## config.mk

```make
export PLATFORM = sky130hd
export DESIGN_NAME = rvPipe
export DESIGN_NICKNAME = d
export VERILOG_FILES = /design/src/hdl/rvPipePkg.sv /design/src/hdl/rvIsaPkg.sv /design/src/hdl/rvPipe.sv /design/src/hdl/executeStage.sv /design/src/hdl/aluUnit.sv /design/src/hdl/decodeStage.sv /design/src/hdl/regFile.sv /design/src/hdl/fetchStage.sv
export VERILOG_INCLUDE_DIRS = /design/src /design/src/hdl
export SDC_FILE = /design/constraint.sdc
export NUM_CORES = 2
export LEC_CHECK = 0
export BUFFER_PORTS_ARGS = -buffer_cell sky130_fd_sc_hd__buf_2
export CAP_MARGIN = 10
export CORE_ASPECT_RATIO = 0.8
export CORE_UTILIZATION = 40
export DETAILED_ROUTE_END_ITERATION = 8
export GPL_TIMING_DRIVEN = 0
export PLACE_DENSITY_LB_ADDON = 0.25
export SYNTH_ARGS = -nofsm -noshare
export SYNTH_HDL_FRONTEND = slang
export SYNTH_SLANG_ARGS = --single-unit
```

## constraint.sdc

```tcl
create_clock -name clk -period 5.7 [get_ports clk]
set_input_delay 0.57 -clock clk [delete_from_list [all_inputs] [get_ports clk]]
set_output_delay 0.57 -clock clk [all_outputs]
set_load 0.03 [all_outputs]
```

## src/hdl/rvPipe_settings.svh

```systemverilog
`ifndef RV_PIPE_SETTINGS_SVH
`define RV_PIPE_SETTINGS_SVH

// Datapath and address width
`define RV_XLEN 32

// Architectural register file
`define RV_REG_COUNT 32
`define RV_REG_IDX_W 5

// Fetch sequencing
`define RV_RESET_PC 32'h0000_0000
`define RV_PC_STEP 32'd4

`endif
```

## src/hdl/rvPipePkg.sv

```systemverilog
`default_nettype none
`include "rvPipe_settings.svh"

package rvPipePkg;

    // Operand A and B selects
    localparam logic selRs1 = 1'b0;
    localparam logic selPc  = 1'b1; // AUIPC
    localparam logic selRs2 = 1'b0;
    localparam logic selImm = 1'b1;

    // ALU op is {bit30, funct3}, with one spare code for LUI
    localparam int aluOpW = 4;
    localparam int shamtW = $clog2(`RV_XLEN); // Shift amount from low bits of B

    localparam logic [aluOpW-1:0] aluAdd   = 4'b0000;
    localparam logic [aluOpW-1:0] aluSub   = 4'b1000;
    localparam logic [aluOpW-1:0] aluSll   = 4'b0001;
    localparam logic [aluOpW-1:0] aluSlt   = 4'b0010;
    localparam logic [aluOpW-1:0] aluSltu  = 4'b0011;
    localparam logic [aluOpW-1:0] aluXor   = 4'b0100;
    localparam logic [aluOpW-1:0] aluSrl   = 4'b0101;
    localparam logic [aluOpW-1:0] aluSra   = 4'b1101;
    localparam logic [aluOpW-1:0] aluOr    = 4'b0110;
    localparam logic [aluOpW-1:0] aluAnd   = 4'b0111;
    localparam logic [aluOpW-1:0] aluPassB = 4'b1111; // Never produced by bit30 decode

endpackage

`default_nettype wire

```

## src/hdl/rvIsaPkg.sv

```systemverilog
`default_nettype none
`include "rvPipe_settings.svh"

package rvIsaPkg;

    // Major opcodes kept by the core
    localparam logic [6:0] opcodeOp    = 7'b0110011; // R-type ALU
    localparam logic [6:0] opcodeOpImm = 7'b0010011; // I-type ALU
    localparam logic [6:0] opcodeLui   = 7'b0110111;
    localparam logic [6:0] opcodeAuipc = 7'b0010111;

    // funct3 of the integer ALU group
    localparam logic [2:0] f3AddSub = 3'b000; // Bit 30 picks sub on R-type
    localparam logic [2:0] f3Sll    = 3'b001;
    localparam logic [2:0] f3Slt    = 3'b010;
    localparam logic [2:0] f3Sltu   = 3'b011;
    localparam logic [2:0] f3Xor    = 3'b100;
    localparam logic [2:0] f3SrlSra = 3'b101; // Bit 30 picks sra
    localparam logic [2:0] f3Or     = 3'b110;
    localparam logic [2:0] f3And    = 3'b111;

    // One instruction word, three field layouts
    typedef union packed {
        struct packed {
            logic [6:0]               funct7;  // Bit 5 is instruction bit 30
            logic [`RV_REG_IDX_W-1:0] rs2;
            logic [`RV_REG_IDX_W-1:0] rs1;
            logic [2:0]               funct3;
            logic [`RV_REG_IDX_W-1:0] rd;
            logic [6:0]               opcode;
        } rType;
        struct packed {
            logic [11:0]              imm12;   // Sign bit at the top
            logic [`RV_REG_IDX_W-1:0] rs1;
            logic [2:0]               funct3;
            logic [`RV_REG_IDX_W-1:0] rd;
            logic [6:0]               opcode;
        } iType;
        struct packed {
            logic [19:0]              imm20;   // Upper 20 bits of the result
            logic [`RV_REG_IDX_W-1:0] rd;
            logic [6:0]               opcode;
        } uType;
    } instrWord;

endpackage

`default_nettype wire

```

## src/hdl/rvPipe.sv

```systemverilog
`timescale 1ns/1ps
`default_nettype none
`include "rvPipe_settings.svh"

module rvPipe import rvIsaPkg::*, rvPipePkg::*; (
    input  logic                     clk,
    input  logic                     rstN,
    input  logic [`RV_XLEN-1:0]      imemData,
    output logic [`RV_XLEN-1:0]      imemAddr,
    output logic                     wbValid,
    output logic [`RV_REG_IDX_W-1:0] wbRd,
    output logic [`RV_XLEN-1:0]      wbData
);

    // Fetch to decode
    instrWord            decInstr;
    logic [`RV_XLEN-1:0] decPc;

    // Register file read side
    logic [`RV_REG_IDX_W-1:0] rs1Idx;
    logic [`RV_REG_IDX_W-1:0] rs2Idx;
    logic [`RV_XLEN-1:0]      rs1Data;
    logic [`RV_XLEN-1:0]      rs2Data;

    // Decode to execute
    logic [`RV_XLEN-1:0]      exOpA;
    logic [`RV_XLEN-1:0]      exOpB;
    logic [`RV_XLEN-1:0]      exImm;
    logic [`RV_XLEN-1:0]      exPc;
    logic                     exSelA;
    logic                     exSelB;
    logic [aluOpW-1:0]        exAluOp;
    logic [`RV_REG_IDX_W-1:0] exRd;
    logic                     exWrEn;

    fetchStage fetch (
        .clk      (clk),
        .rstN     (rstN),
        .imemData (imemData),
        .imemAddr (imemAddr),
        .decInstr (decInstr),
        .decPc    (decPc)
    );

    decodeStage decode (
        .clk      (clk),
        .rstN     (rstN),
        .decInstr (decInstr),
        .decPc    (decPc),
        .rs1Data  (rs1Data),
        .rs2Data  (rs2Data),
        .rs1Idx   (rs1Idx),
        .rs2Idx   (rs2Idx),
        .exOpA    (exOpA),
        .exOpB    (exOpB),
        .exImm    (exImm),
        .exPc     (exPc),
        .exSelA   (exSelA),
        .exSelB   (exSelB),
        .exAluOp  (exAluOp),
        .exRd     (exRd),
        .exWrEn   (exWrEn)
    );

    // Written from the result register, so write-back and retire coincide
    regFile regs (
        .clk     (clk),
        .rs1Idx  (rs1Idx),
        .rs2Idx  (rs2Idx),
        .wrIdx   (wbRd),
        .wrEn    (wbValid),
        .wrData  (wbData),
        .rs1Data (rs1Data),
        .rs2Data (rs2Data)
    );

    executeStage execute (
        .clk     (clk),
        .rstN    (rstN),
        .exOpA   (exOpA),
        .exOpB   (exOpB),
        .exImm   (exImm),
        .exPc    (exPc),
        .exSelA  (exSelA),
        .exSelB  (exSelB),
        .exAluOp (exAluOp),
        .exRd    (exRd),
        .exWrEn  (exWrEn),
        .wbValid (wbValid),
        .wbRd    (wbRd),
        .wbData  (wbData)
    );

endmodule

`default_nettype wire

```

## src/hdl/executeStage.sv

```systemverilog
`timescale 1ns/1ps
`default_nettype none
`include "rvPipe_settings.svh"

module executeStage import rvPipePkg::*; (
    input  logic                     clk,
    input  logic                     rstN,
    input  logic [`RV_XLEN-1:0]      exOpA,
    input  logic [`RV_XLEN-1:0]      exOpB,
    input  logic [`RV_XLEN-1:0]      exImm,
    input  logic [`RV_XLEN-1:0]      exPc,
    input  logic                     exSelA,
    input  logic                     exSelB,
    input  logic [aluOpW-1:0]        exAluOp,
    input  logic [`RV_REG_IDX_W-1:0] exRd,
    input  logic                     exWrEn,
    output logic                     wbValid,  // Also the register file write enable
    output logic [`RV_REG_IDX_W-1:0] wbRd,
    output logic [`RV_XLEN-1:0]      wbData
);

    logic [`RV_XLEN-1:0] aluA;
    logic [`RV_XLEN-1:0] aluB;
    logic [`RV_XLEN-1:0] aluResult;

    // Operand muxes
    assign aluA = (exSelA == selPc)  ? exPc  : exOpA;  // PC only for AUIPC
    assign aluB = (exSelB == selImm) ? exImm : exOpB;

    aluUnit alu (
        .opA    (aluA),
        .opB    (aluB),
        .aluOp  (exAluOp),
        .result (aluResult)
    );

    // Result register, drives the core outputs and the write port
    always_ff @(posedge clk) begin
        if (!rstN) begin
            wbValid <= 1'b0;
        end else begin
            wbValid <= exWrEn;  // Already cleared for x0 and unknown opcodes
        end
    end

    always_ff @(posedge clk) begin
        wbRd   <= exRd;
        wbData <= aluResult;
    end

endmodule

`default_nettype wire

```

## src/hdl/aluUnit.sv

```systemverilog
`timescale 1ns/1ps
`default_nettype none
`include "rvPipe_settings.svh"

module aluUnit import rvPipePkg::*; (
    input  logic [`RV_XLEN-1:0] opA,
    input  logic [`RV_XLEN-1:0] opB,
    input  logic [aluOpW-1:0]   aluOp,
    output logic [`RV_XLEN-1:0] result
);

    logic [shamtW-1:0] shamt;
    logic              ltSigned;
    logic              ltUnsigned;

    assign shamt      = opB[shamtW-1:0];  // Upper bits of B are ignored
    assign ltSigned   = $signed(opA) < $signed(opB);
    assign ltUnsigned = opA < opB;

    always_comb begin
        case (aluOp)
            aluAdd: begin
                result = opA + opB;
            end
            aluSub: begin
                result = opA - opB;
            end
            aluSll: begin
                result = opA << shamt;
            end
            aluSlt: begin
                result = `RV_XLEN'(ltSigned);  // Zero-extended flag
            end
            aluSltu: begin
                result = `RV_XLEN'(ltUnsigned);
            end
            aluXor: begin
                result = opA ^ opB;
            end
            aluSrl: begin
                result = opA >> shamt;
            end
            aluSra: begin
                result = $unsigned($signed(opA) >>> shamt);  // Sign bit fills
            end
            aluOr: begin
                result = opA | opB;
            end
            aluAnd: begin
                result = opA & opB;
            end
            aluPassB: begin
                result = opB;  // LUI
            end
            default: begin
                result = '0;
            end
        endcase
    end

endmodule

`default_nettype wire

```

## src/hdl/decodeStage.sv

```systemverilog
`timescale 1ns/1ps
`default_nettype none
`include "rvPipe_settings.svh"

module decodeStage import rvIsaPkg::*, rvPipePkg::*; (
    input  logic                     clk,
    input  logic                     rstN,
    input  instrWord                 decInstr,
    input  logic [`RV_XLEN-1:0]      decPc,
    input  logic [`RV_XLEN-1:0]      rs1Data,
    input  logic [`RV_XLEN-1:0]      rs2Data,
    output logic [`RV_REG_IDX_W-1:0] rs1Idx,   // Register file read indices
    output logic [`RV_REG_IDX_W-1:0] rs2Idx,
    output logic [`RV_XLEN-1:0]      exOpA,    // rs1 value
    output logic [`RV_XLEN-1:0]      exOpB,    // rs2 value
    output logic [`RV_XLEN-1:0]      exImm,
    output logic [`RV_XLEN-1:0]      exPc,
    output logic                     exSelA,
    output logic                     exSelB,
    output logic [aluOpW-1:0]        exAluOp,
    output logic [`RV_REG_IDX_W-1:0] exRd,
    output logic                     exWrEn    // Valid bit of the decode/execute register
);

    logic [`RV_XLEN-1:0] iImm;
    logic [`RV_XLEN-1:0] uImm;
    logic [`RV_XLEN-1:0] imm;
    logic                selA;
    logic                selB;
    logic [aluOpW-1:0]   aluOp;
    logic                known;    // Opcode is one of the kept classes
    logic                isShift;  // funct3 where bit 30 matters
    logic                wrEn;

    assign rs1Idx = decInstr.rType.rs1;
    assign rs2Idx = decInstr.rType.rs2;

    assign iImm = {{(`RV_XLEN-12){decInstr.iType.imm12[11]}}, decInstr.iType.imm12};
    assign uImm = {decInstr.uType.imm20, 12'd0};  // Low 12 bits are zero

    // Bit 30 only selects sub/sra, it is ignored for the other funct3 values
    assign isShift = (decInstr.rType.funct3 == f3SrlSra);

    always_comb begin
        selA  = selRs1;
        selB  = selRs2;
        imm   = iImm;
        aluOp = aluAdd;
        known = 1'b0;
        case (decInstr.rType.opcode)
            opcodeOp: begin
                known = 1'b1;
                aluOp = {decInstr.rType.funct7[5] &&
                         (isShift || (decInstr.rType.funct3 == f3AddSub)),
                         decInstr.rType.funct3};
            end
            opcodeOpImm: begin
                known = 1'b1;
                selB  = selImm;
                aluOp = {isShift && decInstr.iType.imm12[10], decInstr.iType.funct3}; // srai
            end
            opcodeLui: begin
                known = 1'b1;
                selB  = selImm;
                imm   = uImm;
                aluOp = aluPassB;  // Result is the immediate itself
            end
            opcodeAuipc: begin
                known = 1'b1;
                selA  = selPc;
                selB  = selImm;
                imm   = uImm;
            end
            default: begin
                known = 1'b0;  // Retires as a bubble
            end
        endcase
    end

    assign wrEn = known && (decInstr.rType.rd != '0);  // Execute never tests rd again

    always_ff @(posedge clk) begin
        if (!rstN) begin
            exWrEn <= 1'b0;
        end else begin
            exWrEn <= wrEn;
        end
    end

    // Payload of the decode/execute register
    always_ff @(posedge clk) begin
        exOpA   <= rs1Data;
        exOpB   <= rs2Data;
        exImm   <= imm;
        exPc    <= decPc;
        exSelA  <= selA;
        exSelB  <= selB;
        exAluOp <= aluOp;
        exRd    <= decInstr.rType.rd;
    end

endmodule

`default_nettype wire

```

## src/hdl/regFile.sv

```systemverilog
`timescale 1ns/1ps
`default_nettype none
`include "rvPipe_settings.svh"

module regFile (
    input  logic                     clk,
    input  logic [`RV_REG_IDX_W-1:0] rs1Idx,
    input  logic [`RV_REG_IDX_W-1:0] rs2Idx,
    input  logic [`RV_REG_IDX_W-1:0] wrIdx,
    input  logic                     wrEn,
    input  logic [`RV_XLEN-1:0]      wrData,
    output logic [`RV_XLEN-1:0]      rs1Data,
    output logic [`RV_XLEN-1:0]      rs2Data
);

    logic [`RV_XLEN-1:0] regs [1:`RV_REG_COUNT-1];  // No storage behind x0

    // Read priority is x0, then the write in flight, then storage
    function automatic logic [`RV_XLEN-1:0] readPort(input logic [`RV_REG_IDX_W-1:0] idx);
        if (idx == '0) begin
            return '0;
        end else if (wrEn && (idx == wrIdx)) begin
            return wrData;  // Write-first bypass
        end else begin
            return regs[idx];
        end
    endfunction

    always_ff @(posedge clk) begin
        if (wrEn && (wrIdx != '0)) begin
            regs[wrIdx] <= wrData;  // x0 writes are dropped
        end
    end

    // Also follows the write port and the storage, not only the indices
    always_comb begin
        rs1Data = readPort(rs1Idx);
        rs2Data = readPort(rs2Idx);
    end

endmodule

`default_nettype wire

```

## src/hdl/fetchStage.sv

```systemverilog
`timescale 1ns/1ps
`default_nettype none
`include "rvPipe_settings.svh"

module fetchStage import rvIsaPkg::*; (
    input  logic                clk,
    input  logic                rstN,
    input  logic [`RV_XLEN-1:0] imemData,  // Valid in the same cycle as imemAddr
    output logic [`RV_XLEN-1:0] imemAddr,
    output instrWord            decInstr,  // Fetch/decode instruction register
    output logic [`RV_XLEN-1:0] decPc      // PC of decInstr
);

    // addi x0, x0, 0
    localparam instrWord nopInstr = {12'd0, 5'd0, f3AddSub, 5'd0, opcodeOpImm};

    logic [`RV_XLEN-1:0] pc;

    assign imemAddr = pc;  // Memory is addressed straight from the PC

    // Program counter, no redirects in this core
    always_ff @(posedge clk) begin
        if (!rstN) begin
            pc <= `RV_RESET_PC;
        end else begin
            pc <= pc + `RV_PC_STEP;  // Sequential fetch only
        end
    end

    // Instruction register resets to a NOP so decode retires nothing
    always_ff @(posedge clk) begin
        if (!rstN) begin
            decInstr <= nopInstr;
        end else begin
            decInstr <= imemData;
        end
    end

    always_ff @(posedge clk) begin
        decPc <= pc;  // Follows decInstr, only AUIPC reads it
    end

endmodule

`default_nettype wire

```

==> impl_metrics.tcl <==
set metrics [dict create \
    status "finished with violations" \
    violations "setup timing" \
    netlist-cell-type-count 89 \
    synth-simple-area-share_pct 5.48 \
    grt_max_degree 35 \
    syn_avg_cell_area_um2 15.2 \
    dr.pass1.iters 7 \
    grt_pass1_vias 41300 \
    core_area_um2 155000 \
    synthToLayoutAreaGrowth_pct 16.4 \
    r2r-end "execute.wbData[17]" \
    initialDrtViolationCount 7223 \
    period_needed_ps 5900 \
    synthArstFlopShare_pct 0 \
    fin_crit_sh_pct 104 \
    seq_area_frac_synth_pct 56.0 \
    hpwl_um 192000 \
    grt-ovfl-total 0 \
    muxShareOfSynthArea_pct 25.8 \
    io_buffers 100 \
    slew_viol_final 0 \
    drive_above_1_share_pct 24.8 \
    synth_compound_area_share_pct 7.16 \
    ys_ff_latch 1260 \
    ys.warnings.count 0 \
    whs_path_depth 2 \
    clk_latency_ps 780 \
    grt_pass1_wl_um 342000 \
    finClkSkew_ps 28.3 \
    comb_power_share_pct 22.4 \
    leakagePower_nw 24.2 \
    endpoint_kind "flip-flop" \
    via_per_inst 6.58 \
    postRouteAntennaNets 0 \
    wirelength_um 251000 \
    min_from "imemData[13]" \
    swShare_pct 32.5 \
    cts_tree "built" \
    p_per_area_nw_per_um2 367 \
    fmax_mhz 169 \
    syn_area_um2 62800 \
    rows 129 \
    setup_ws_ps -200 \
    synth_top_family_by_area "multiplexers" \
    drc 0 \
    clk_path_buf_depth 3 \
    seqPwrFrac_pct 44.6 \
    cp.arrival_ps 6510 \
    die-area_um2 159000 \
    crit_path_start_kind "flip-flop" \
    gp_congestion 1.04 \
    p_clk_share_pct 33.0 \
    hold_viol_final 0 \
    cts_buffers 134 \
    synth_xor_area_share_pct 0.767 \
    cts.sink_count 1260 \
    max-vdd-ir-drop_v 0.000262 \
    hold_class "in2reg" \
    nNetsFinal 4639 \
    synth_adder_area_share_pct 2.12 \
    root_buffer "clkbuf_16" \
    fin_tns_setup_ps -200 \
    max_cap_viol_count 0 \
    wl_per_cell_um 37.4 \
    initial_core_util_pct 40.5 \
    clkTransAtPathRegs_ps 60 \
    min_to "fetch.decInstr[13]" \
    antenna_found_initial 11 \
    die_h_um 356 \
    cp.required_ps 6310 \
    track_usage_pct 31.4 \
    tightest_slew_ps 1410 \
    dr_total_vias 44200 \
    p_int_w 0.0181 \
    synth_edf_count 992 \
    rsz0062_at_grt "yes" \
    htree_num_levels 4 \
    power.switching_w 0.00873 \
    power.total_w 0.0268 \
    worstRegToRegCells 17 \
    r2r_setup_slack_ps -200 \
    critPathKind "reg2reg" \
    yosys_most_used_dff "edfxtp_1" \
    setup_viol 1 \
    ios 104 \
    slew_headroom_pct 3.30 \
    r2r-start "decode.exSelB" \
    die_w_um 445 \
    synth_cells 4143 \
    crit_path_max_fanout 11 \
]
logic make-up (layout without fill, tap and decap cells):
kind of cell | after synthesis | count (layout)
flops | 1260 | 1260
mux | 879 | 879
simple gates | 747 | 747
compound gates | 683 | 683
buf+inv | 413 | 876
fa+ha+maj | 105 | 105
xor+xnor | 55 | 55
other cells | 1 | 8
cells in the final DEF (no fill, tap or decap), types with 22 or more instances in the layout:
master       n
a211oi_1    91
a21o_1      33
a21oi_1    214
a31oi_1     23
and2_1      67
buf_1       53
buf_16      53
buf_2      129
buf_8       33
clkbuf_1   240
clkbuf_16  141
dfxtp_1    267
edfxtp_1   992
ha_1       103
inv_1       95
mux2_2      30
mux2i_1    255
mux4_2     585
nand2_1    140
nand3_1     39
nor2_1     312
nor2_4      31
nor2b_1     22
nor3_1      30
o211ai_1    35
o21ai_0     84
xnor2_1     43
power by group through the flow:
| stage | logic [W] | clock network (W) | registers, W |
|---|---|---|---|
| 3_5_place_dp | 0.00508 | 0 | 0.0125 |
| 6_report | 0.00601 | 0.00886 | 0.0120 |
| 3_3_place_gp | 0.00483 | 0 | 0.0126 |
| 4_1_cts | 0.00512 | 0.00894 | 0.0123 |
| 5_1_grt | 0.00616 | 0.00928 | 0.0120 |
| 2_1_floorplan | 0.00267 | 0 | 0.0122 |
layer usage:
metal,global-route usage (%),share of wire [%],wire length [um]
met1,47.5,43,107000
met2,41.2,39,98800
met3,11.2,14,35800
met4,10.7,3.7,9390
met5,0,0.026,64
how the worst max path moves through the flow:
stage	from	end	slack [ps]	cells past startpoint
floorplan	decode.exSelB	execute.wbData[28]	1220	17
global placement	decode.exSelB	execute.wbData[17]	-2060	14
detailed placement	decode.exSelB	execute.wbData[17]	-1850	14
CTS	decode.exSelB	execute.wbData[28]	6	15
global route	decode.exSelB	execute.wbData[17]	-230	15
finish	decode.exSelB	execute.wbData[17]	-200	17
Yosys cell counts (all sizes together) (15+ instances only):
cell / count / area share (%)
xnor2: 43 / 0.60
edfxtp: 992 / 47
and3: 15 / 0.15
nand4: 17 / 0.17
mux4: 585 / 21
inv: 99 / 0.59
a21oi: 214 / 1.7
dfxtp: 268 / 8.5
mux2i: 264 / 4.3
nand2: 140 / 0.84
and2: 67 / 0.67
a221oi: 19 / 0.27
a211oi: 93 / 1.1
mux2: 30 / 0.54
buf: 98 / 0.74
a21o: 33 / 0.39
o211ai: 35 / 0.42
a31oi: 23 / 0.23
ha: 103 / 2.1
nor3: 30 / 0.24
a22oi: 17 / 0.20
clkbuf: 215 / 1.3
nand3: 39 / 0.31
o22ai: 21 / 0.21
nand2b: 16 / 0.16
nor2: 343 / 2.1
o21ai: 95 / 0.76
nor2b: 22 / 0.22
cell type report:
| class | count | area, um^2 |
|---|---|---|
| fill | 13300 | 82000 |
| sequential | 1260 | 35200 |
| multi-input combinational | 2471 | 26200 |
| clock buffer | 184 | 3770 |
| timing repair buffer | 227 | 2990 |
| tap | 2096 | 2620 |
| buffer | 306 | 1260 |
| clock inverter | 59 | 647 |
| inverter | 100 | 377 |
| antenna | 6 | 15.0 |
stage by stage:
step | instances | hold slack, ps | util, % | worst slack (ps) | cell area [um^2]
4_1_cts | 6672 | 3.57 | 46.7 | 6.48 | 72500
3_3_place_gp | 6340 | 310 | 42.5 | -2060 | 65900
6_report | 6709 | 63.6 | 47.1 | -200 | 73100
2_1_floorplan | 4144 | 310 | - | 1220 | 62800
5_1_grt | 6703 | 34.8 | 47.1 | -232 | 73100
3_5_place_dp | 6417 | 312 | 43.8 | -1850 | 67900
worst max-delay path, stage by stage (launching register included):
cell and delay [ps]:
dfxtp_1 310, buf_6 160, mux2i_4 210, buf_12 160
inv_2 190, clkbuf_1 600, clkbuf_1 650, clkbuf_2 530
ha_1 240, a21o_1 100, a211oi_1 70, o21a_1 330
o21ai_0 490, o21bai_1 150, a31o_2 260, a211oi_1 380
mux2_2 390, o21ai_1 480
registers in the layout (all words and copies together), names as in the netlist, 4 cells and up:
name,count
fetch.imemAddr,30
decode.exRd,5
regs.regs,992
fetch.decPc,30
fetch.decInstr,32
decode.exOpA,32
decode.exImm,32
decode.exOpB,32
execute.wbData,32
execute.wbRd,5
decode.exPc,30
decode.exAluOp,4
timing repair:
| item | CTS | global route |
|---|---|---|
| endpoints found under the setup margin | 28 | 9 |
| hold endpoints to repair | 15 | 0 |
| gates resized for setup | 15 | 4 |
| buffers inserted | 4 | 3 |
| pin swaps | 1 | 0 |
| hold buffers | 15 | 0 |
No activity file was read; power rests on OpenSTA's default activity.
